**src/mmu_pkg.sv**
```systemverilog
package mmu_pkg;

	// ==================================================
	// Sizing
	// ==================================================

	// Pages are 8 kB, so the low 13 address bits pass through translation
	localparam int log_pagesize = 13;
	localparam int tlb_assoc = 3;
	localparam int log_tlb_sets = 4;
	localparam int tlb_sets = 1 << log_tlb_sets;
	// Width of the per-set round-robin replacement pointer
	localparam int rr_bits = $clog2(tlb_assoc);
	localparam int vadr_bits = 32;
	localparam int padr_bits = 32;
	localparam int vpn_bits = vadr_bits - log_pagesize;
	localparam int ppn_bits = padr_bits - log_pagesize;
	// The tag is whatever is left of the VPN above the set index
	localparam int tag_bits = vpn_bits - log_tlb_sets;

	// ==================================================
	// Types
	// ==================================================

	typedef logic [15:0] asid_t;
	typedef logic [7:0] req_id_t;
	typedef logic [padr_bits-1:0] physical_address_t;

	// Virtual address seen as page number and offset
	typedef struct packed {
		logic [vpn_bits-1:0] vpn;
		logic [log_pagesize-1:0] offset;
	} vadr_page_t;

	// Virtual address seen by the TLB as tag, set index and offset
	typedef struct packed {
		logic [tag_bits-1:0] tag;
		logic [log_tlb_sets-1:0] set_idx;
		logic [log_pagesize-1:0] offset;
	} vadr_tlb_t;

	typedef union packed {
		logic [vadr_bits-1:0] raw;
		vadr_page_t page;
		vadr_tlb_t tlbv;
	} virtual_address_t;

	typedef struct packed {
		logic [ppn_bits-1:0] ppn;
		logic valid;
	} pte_t;

	// One TLB way; the set index is implied by where the entry is stored
	typedef struct packed {
		asid_t asid;
		logic [tag_bits-1:0] tag;
		pte_t pte;
	} tlb_entry_t;

	typedef struct packed {
		asid_t asid;
		logic [vpn_bits-1:0] vpn;
		logic [ppn_bits-1:0] ppn;
	} tlb_fill_t;

	typedef struct packed {
		req_id_t id;
		asid_t asid;
		virtual_address_t vadr;
	} tlb_miss_t;

endpackage

```
**src/tlb_lookup.sv**
```systemverilog
`timescale 1ns/1ps

module tlb_lookup (
	input logic clk,
	input logic rst,
	input mmu_pkg::virtual_address_t vadr,
	input mmu_pkg::asid_t asid,
	input mmu_pkg::tlb_fill_t fill,
	input logic fill_v,
	input logic flush_v,
	output logic [mmu_pkg::tlb_assoc-1:0] hit,
	output mmu_pkg::tlb_entry_t [mmu_pkg::tlb_assoc-1:0] ways
);
	import mmu_pkg::*;

	// Translations, one row of ways per set
	tlb_entry_t entry_q [tlb_sets][tlb_assoc];
	// Next way to replace, one pointer per set
	logic [rr_bits-1:0] rr_q [tlb_sets];

	virtual_address_t fill_adr;
	logic [log_tlb_sets-1:0] fill_set;
	logic [tag_bits-1:0] fill_tag;
	logic [tlb_assoc-1:0] fill_match;
	logic [rr_bits-1:0] fill_way;
	logic [rr_bits-1:0] fill_next;

	// ==================================================
	// Fill way selection
	// ==================================================

	// The fill carries a bare VPN. Placing it in a virtual address lets the
	// TLB view split it into set index and tag the same way a lookup does
	always_comb begin
		fill_adr = '0;
		fill_adr.page.vpn = fill.vpn;
		fill_set = fill_adr.tlbv.set_idx;
		fill_tag = fill_adr.tlbv.tag;

		// A refill of a translation that is already present overwrites it in
		// place, otherwise two ways of the set could hit on the same address
		for (int w = 0; w < tlb_assoc; w++) begin
			fill_match[w] = entry_q[fill_set][w].pte.valid
				&& entry_q[fill_set][w].tag == fill_tag
				&& entry_q[fill_set][w].asid == fill.asid;
		end

		// Round-robin victim unless an existing copy was found
		fill_way = rr_q[fill_set];
		for (int w = 0; w < tlb_assoc; w++) begin
			if (fill_match[w])
				fill_way = rr_bits'(w);
		end

		// Pointer wraps from the last way back to way 0
		if (rr_q[fill_set] == rr_bits'(tlb_assoc - 1))
			fill_next = '0;
		else
			fill_next = rr_q[fill_set] + 1'b1;
	end

	// ==================================================
	// Storage
	// ==================================================

	// A written entry is visible from the cycle after the fill strobe
	always_ff @(posedge clk) begin
		if (rst) begin
			for (int s = 0; s < tlb_sets; s++) begin
				for (int w = 0; w < tlb_assoc; w++)
					entry_q[s][w].pte.valid <= 1'b0;
				rr_q[s] <= '0;
			end
		end else if (flush_v) begin
			// Flush drops every translation in one cycle but keeps the replacement order
			for (int s = 0; s < tlb_sets; s++) begin
				for (int w = 0; w < tlb_assoc; w++)
					entry_q[s][w].pte.valid <= 1'b0;
			end
		end else if (fill_v) begin
			entry_q[fill_set][fill_way].asid <= fill.asid;
			entry_q[fill_set][fill_way].tag <= fill_tag;
			entry_q[fill_set][fill_way].pte.ppn <= fill.ppn;
			entry_q[fill_set][fill_way].pte.valid <= 1'b1;
			// Only a true replacement moves the pointer on
			if (!(|fill_match))
				rr_q[fill_set] <= fill_next;
		end
	end

	// ==================================================
	// Lookup
	// ==================================================

	// All ways of the addressed set are read out together and compared in
	// parallel
	always_comb begin
		for (int w = 0; w < tlb_assoc; w++) begin
			ways[w] = entry_q[vadr.tlbv.set_idx][w];
			// Hit needs a live entry with matching tag and address space
			hit[w] = ways[w].pte.valid
				&& ways[w].tag == vadr.tlbv.tag
				&& ways[w].asid == asid;
		end
	end

	// Fill and flush share the write side and are never issued together
	a_fill_flush: assert property (
		@(posedge clk) disable iff (rst)
		!(fill_v && flush_v)
	);

	// In-place refill keeps each translation in a single way of its set
	a_one_hit: assert property (
		@(posedge clk) disable iff (rst)
		$onehot0(hit)
	);

endmodule

```
**src/tlb_adr_mux.sv**
```systemverilog
`timescale 1ns/1ps

module tlb_adr_mux (
	input logic clk,
	input logic rst,
	input logic idle,
	input logic paging_en,
	input logic [mmu_pkg::tlb_assoc-1:0] hit,
	input mmu_pkg::tlb_entry_t [mmu_pkg::tlb_assoc-1:0] ways,
	input mmu_pkg::req_id_t id,
	input mmu_pkg::asid_t asid,
	input mmu_pkg::virtual_address_t vadr,
	input logic vadr_v,
	output mmu_pkg::physical_address_t padr,
	output logic padr_v,
	output logic fill_ready,
	output mmu_pkg::tlb_miss_t miss,
	output logic miss_v
);
	import mmu_pkg::*;

	// Page change detection
	logic [vpn_bits-1:0] prev_vpn;
	logic page_changed;
	// Paging transition detection
	logic paging_q;
	logic paging_rise;
	logic paging_fall;
	// Registered outcome
	logic padr_v_q;
	logic miss_q;
	physical_address_t xlat_adr;
	logic lookup_ok;

	// ==================================================
	// Change and edge detection
	// ==================================================

	// A new page needs one cycle for the TLB read to settle on the new set,
	// so a miss must not be raised while the VPN differs from last cycle.
	// Moving around inside a page does not count as a change
	assign page_changed = vadr.page.vpn != prev_vpn;

	// The address is briefly meaningless as paging switches on or off
	assign paging_rise = paging_en && !paging_q;
	assign paging_fall = !paging_en && paging_q;

	// ==================================================
	// Address selection
	// ==================================================

	// At most one way hits, so the chosen PPN is unambiguous.
	// The page offset is never translated
	always_comb begin
		xlat_adr = '0;
		for (int w = 0; w < tlb_assoc; w++) begin
			if (hit[w])
				xlat_adr = {ways[w].pte.ppn, vadr.page.offset};
		end
	end

	// A usable translation is a live request that hit on a page that has settled
	assign lookup_ok = (|hit) && vadr_v && !page_changed;

	// Payload path follows the input every cycle
	always_ff @(posedge clk) begin
		if (paging_en)
			padr <= xlat_adr;
		else
			padr <= vadr.raw;
		// Every cycle without a usable translation records the would-be fault
		if (paging_en && !lookup_ok) begin
			miss.id <= id;
			miss.asid <= asid;
			miss.vadr <= vadr;
		end
	end

	// Control path
	always_ff @(posedge clk) begin
		if (rst) begin
			prev_vpn <= '0;
			paging_q <= 1'b0;
			padr_v_q <= 1'b0;
			miss_q <= 1'b0;
			fill_ready <= 1'b1;
		end else begin
			prev_vpn <= vadr.page.vpn;
			paging_q <= paging_en;
			if (paging_en) begin
				padr_v_q <= lookup_ok;
				// Only a real request on a settled page can fault
				miss_q <= vadr_v && !page_changed && !lookup_ok;
				// TLB may be written after a hit, or when no lookup is in flight
				fill_ready <= (lookup_ok || !vadr_v) && idle;
			end else begin
				// Pass-through, except right after paging has been dropped
				padr_v_q <= vadr_v && !paging_fall;
				miss_q <= 1'b0;
				fill_ready <= idle;
			end
		end
	end

	// The registered valid still reflects the pass-through cycle when paging
	// has just come on, so it is masked for that one cycle
	assign padr_v = padr_v_q && !paging_rise;

	// A stale miss from the previous page is hidden while the page moves
	assign miss_v = miss_q && !page_changed;

	// A request ends with exactly one of the two outcomes
	a_padr_miss_excl: assert property (
		@(posedge clk) disable iff (rst)
		!(padr_v && miss_v)
	);

	// A miss is never raised while paging is off
	a_miss_paging: assert property (
		@(posedge clk) disable iff (rst)
		$rose(miss_v) |-> paging_en
	);

endmodule

```
**src/mmu_top.sv**
```systemverilog
`timescale 1ns/1ps

module mmu_top (
	input logic clk,
	input logic rst,
	input mmu_pkg::virtual_address_t vadr,
	input logic vadr_v,
	input mmu_pkg::asid_t asid,
	input mmu_pkg::req_id_t id,
	input logic paging_en,
	input logic idle,
	input mmu_pkg::tlb_fill_t fill,
	input logic fill_v,
	input logic flush_v,
	output mmu_pkg::physical_address_t padr,
	output logic padr_v,
	output mmu_pkg::tlb_miss_t miss,
	output logic miss_v,
	output logic fill_ready
);
	import mmu_pkg::*;

	// Per-way hit flags and the ways of the addressed set
	logic [tlb_assoc-1:0] hit;
	tlb_entry_t [tlb_assoc-1:0] ways;

	// ==================================================
	// TLB storage and compare
	// ==================================================

	tlb_lookup tlb_lookup_inst (
		.clk(clk),
		.rst(rst),
		.vadr(vadr),
		.asid(asid),
		.fill(fill),
		.fill_v(fill_v),
		.flush_v(flush_v),
		.hit(hit),
		.ways(ways)
	);

	// ==================================================
	// Address selection and miss reporting
	// ==================================================

	tlb_adr_mux tlb_adr_mux_inst (
		.clk(clk),
		.rst(rst),
		.idle(idle),
		.paging_en(paging_en),
		.hit(hit),
		.ways(ways),
		.id(id),
		.asid(asid),
		.vadr(vadr),
		.vadr_v(vadr_v),
		.padr(padr),
		.padr_v(padr_v),
		.fill_ready(fill_ready),
		.miss(miss),
		.miss_v(miss_v)
	);

endmodule

```
**config.mk**
```make
export PLATFORM = sky130hd
export DESIGN_NAME = mmu_top
export DESIGN_NICKNAME = d
export VERILOG_FILES = /design/src/mmu_pkg.sv /design/src/tlb_lookup.sv /design/src/tlb_adr_mux.sv /design/src/mmu_top.sv
export SDC_FILE = /design/constraint.sdc
export NUM_CORES = 2
export LEC_CHECK = 0
export BUFFER_PORTS_ARGS = -buffer_cell sky130_fd_sc_hd__buf_2
export CORE_ASPECT_RATIO = 0.9
export CORE_MARGIN = 3
export CORE_UTILIZATION = 57
export CTS_CLUSTER_DIAMETER = 40
export CTS_CLUSTER_SIZE = 10
export DETAILED_ROUTE_END_ITERATION = 8
export PLACE_DENSITY = 0.84
export SETUP_SLACK_MARGIN = 0.05
export SLEW_MARGIN = 0
export SYNTH_ARGS = -nofsm -noshare
export SYNTH_HDL_FRONTEND = slang
export SYNTH_SLANG_ARGS = --single-unit
export TNS_END_PERCENT = 20
```
**constraint.sdc**
```tcl
create_clock -name clk -period 6 [get_ports clk]
set_input_delay 0.3 -clock clk [delete_from_list [all_inputs] [get_ports clk]]
set_output_delay 0.3 -clock clk [all_outputs]
set_load 0.1 [all_outputs]
```
==> run_results.csv <==
group,metric,value,unit
timing,fmax,176,MHz
route,route.detailed.drc,23,
outcome,status,"finished with violations",
setup_path,cp_max_fo,72,
route,firstDrtPassIters,9,
yosys,ys_seq_area_share,66.5,%
route,vias,74600,
pwr,seqPwrFrac,45.5,%
layout,regArea,76800,um^2
yosys,ys_ff_latch,2591,
yosys,synth_top_flop_cell,"edfxtp_1",
timing,min_period,5.69,ns
cts,clk_pin_slew,0.05,ns
pwr,clock_power_share,45.7,%
cts,tritoncts,"done",
pwr,ir_drop,0.418,mV
pwr,p_sw,10.5,mW
pwr,power.internal,33.4,mW
layout,nFillCells,12400,
yosys,syn_nets,6247,
setup_path,cp.required,6.91,ns
floorplan,die_h,433,um
pwr,swShare,24.0,%
route,viasPerCell,7.76,
setup_path,crit_arrival,6.60,ns
pwr,power.density,329,nW/um^2
timing,hold_violations,7,
layout,multi_input_area,36500,um^2
setup_path,critPathLaunchType,"input port",
layout,fin_nets,6825,
yosys,ys_async_sr_fraction,0,%
layout,drive_gt1_share,29.9,%
layout,final_cell_mix,"edfxtp_1, mux4_2, mux2i_1",
timing,setup_viol,0,
timing,fin_skew,0.112,ns
grt,grt_pass1_wl,580000,um
route,wl,423000,um
setup_path,crit_path_end_kind,"register",
run,cap_violations,0,
grt,first_global_vias,73200,
floorplan,core-area,201000,um^2
grt,antenna_found_initial,30,
timing,min_period_over_period,94.8,%
cts,clock_path_buffers,4,
setup_path,crit_type,"input port to register",
grt,overflow,0,
yosys,ys_warn_count,0,
layout,areaGrowthSynthToFinish,15.5,%
timing,holdWs,-0.00692,ns
placement,place_area,122000,um^2
timing,drv_slew,0,
timing,tightest_slew,1.35,ns
route,drt-initial-drc-count,15400,
route,antenna_left,0,
cts,clockRootBuffer,"clkbuf_16",
grt,grt_start_max_net_pins,117,
placement,portBuffers,207,
route,routedWlPerCell,44.0,um
cts,cts_hold_buf,95,
layout,fin_area,133000,um^2
pwr,p_leak,44.2,nW
timing,rsz0062_at_grt,"false",
yosys,syn_inst,6130,
cts,ctsResizeCount,0,
pwr,power,43.9,mW
timing,final.setup.tns,0,ns
cts,h-tree-depth,5,
floorplan,die_w,481,um
pwr,p_comb_share,8.9,%
cts,clock_latency,1.04,ns
placement,place_congestion,1.07,
yosys,yosys.cell_types.count,93,
cts,postCtsSetupBuffers,0,
yosys,syn_area,116000,um^2
cts,numCtsBuffers,356,
yosys,avgSynthCellArea,18.8,um^2
yosys,synth-edff-count,2488,
outcome,violations,"DRC, hold timing",
hold_path,min_path_type,"input port to register",
layout,layout_commonest_cell,"edfxtp_1",
placement,dpl.hpwl,255000,um
grt,grt_util_all_layers,40.5,%
floorplan,initial_core_util,57.4,%
cts,cts.sinks,2591,
floorplan,io_pins,208,
floorplan,rows,156,
timing,maxSlewHeadroom,10.2,%
floorplan,die-area,208000,um^2
[flip-flops by register name (all words and copies together), names as in the netlist]
name	cells
tlb_adr_mux_inst.miss	56
tlb_adr_mux_inst.paging_q	1
tlb_adr_mux_inst.miss_q	1
tlb_adr_mux_inst.fill_ready	1
tlb_adr_mux_inst.prev_vpn	19
tlb_adr_mux_inst.padr_v_q	1
tlb_lookup_inst.rr_q	32
tlb_lookup_inst.entry_q	2448
tlb_adr_mux_inst.padr	32
[worst max-delay path, cell delays in order]
cell           delay, ns
dlygate4sd3_1       0.57
buf_8               0.56
buf_4               0.90
mux4_2              0.42
mux4_2              0.50
xnor2_1             0.83
nand4b_1            0.13
or4_1               0.60
nor4_4              0.29
buf_4               0.44
o211ai_1            0.19
nand2_1             0.10
dlygate4sd3_1       0.56
[path summary, 6_finish.rpt]
| kind | from | end | slack, ns | depth (start not counted) |
|---|---|---|---|---|
| min | fill[40] | tlb_lookup_inst.entry_q[1][37] | -0.007 | 2 |
| max reg2reg | tlb_lookup_inst.entry_q[8][146] | tlb_lookup_inst.entry_q[8][106] | 0.46 | 10 |
| max | vadr[15] | tlb_adr_mux_inst.fill_ready | 0.31 | 13 |
| min reg2reg | tlb_lookup_inst.entry_q[14][0] | tlb_lookup_inst.entry_q[14][0] | 0.47 | 2 |
[layout make-up]
type | instances | area share, %
sequential | 2591 | 57.5
multi-input combinational | 3065 | 27.3
clock buffer | 457 | 7.07
timing repair buffer | 645 | 4.33
tap | 2686 | 2.52
clock inverter | 114 | 1.03
inverter | 49 | 0.148
antenna | 11 | 0.0206
[through the flow]
| stage | utilization, % | worst slack [ns] | cells |
|---|---|---|---|
| after floorplan | - | 0.231 | 6130 |
| after global placement | 60.4 | 0.0795 | 8941 |
| after detailed placement | 60.4 | 0.0579 | 8941 |
| after CTS | 66.3 | 0.661 | 9607 |
| after global routing | 66.3 | 0.337 | 9610 |
| final | 66.3 | 0.311 | 9618 |
[power groups by stage]
stage,sequential [mW],combinational (mW),clock [mW]
after floorplan,20.6,1.86,0
after global placement,20.3,3.58,0
after detailed placement,20.3,3.63,0
after CTS,20.0,3.73,20.0
after global routing,20.0,3.92,20.7
final,20.0,3.89,20.0
[layer usage]
metal / routed length (um) / part of all wire, % / track usage [%]
met1: 134000 / 32 / 51.6
met2: 182000 / 43 / 57.3
met3: 72400 / 17 / 16.9
met4: 34400 / 8.1 / 26.3
met5: 324 / 0.077 / 0.444
[logic make-up after synthesis]
family                 count (synthesis)  synth area share (%)
AND/OR/NAND/NOR                      757                  3.25
buffers and inverters                474                  2.36
AO/OA/AOI/OAI                        660                  4.04
XOR/XNOR                             204                  1.55
flip-flops                          2591                  66.5
multiplexers                        1444                  22.4
[Yosys cell counts, drive strengths merged (14+ instances only)]
cell type | instances | area [um^2]
clkbuf | 123 | 462
nand2b | 30 | 188
nand4 | 27 | 169
xnor2 | 145 | 1270
nand3 | 52 | 260
dfxtp | 103 | 2060
edfxtp | 2488 | 74700
a21oi | 67 | 339
buf | 302 | 2080
mux4 | 902 | 20300
and3 | 21 | 131
nor2b | 57 | 357
nor3 | 37 | 190
o221ai | 14 | 123
a22o | 19 | 166
a21o | 43 | 323
nor2 | 198 | 746
inv | 39 | 146
xor2 | 59 | 517
nand2 | 212 | 796
o22ai | 78 | 488
a22oi | 102 | 766
nor4 | 29 | 203
o21ai | 90 | 450
a31oi | 50 | 313
or4 | 17 | 131
and2 | 18 | 113
a221oi | 47 | 424
mux2i | 470 | 4700
a211oi | 14 | 110
mux2 | 72 | 811
Power figures use the tool's default switching activity.
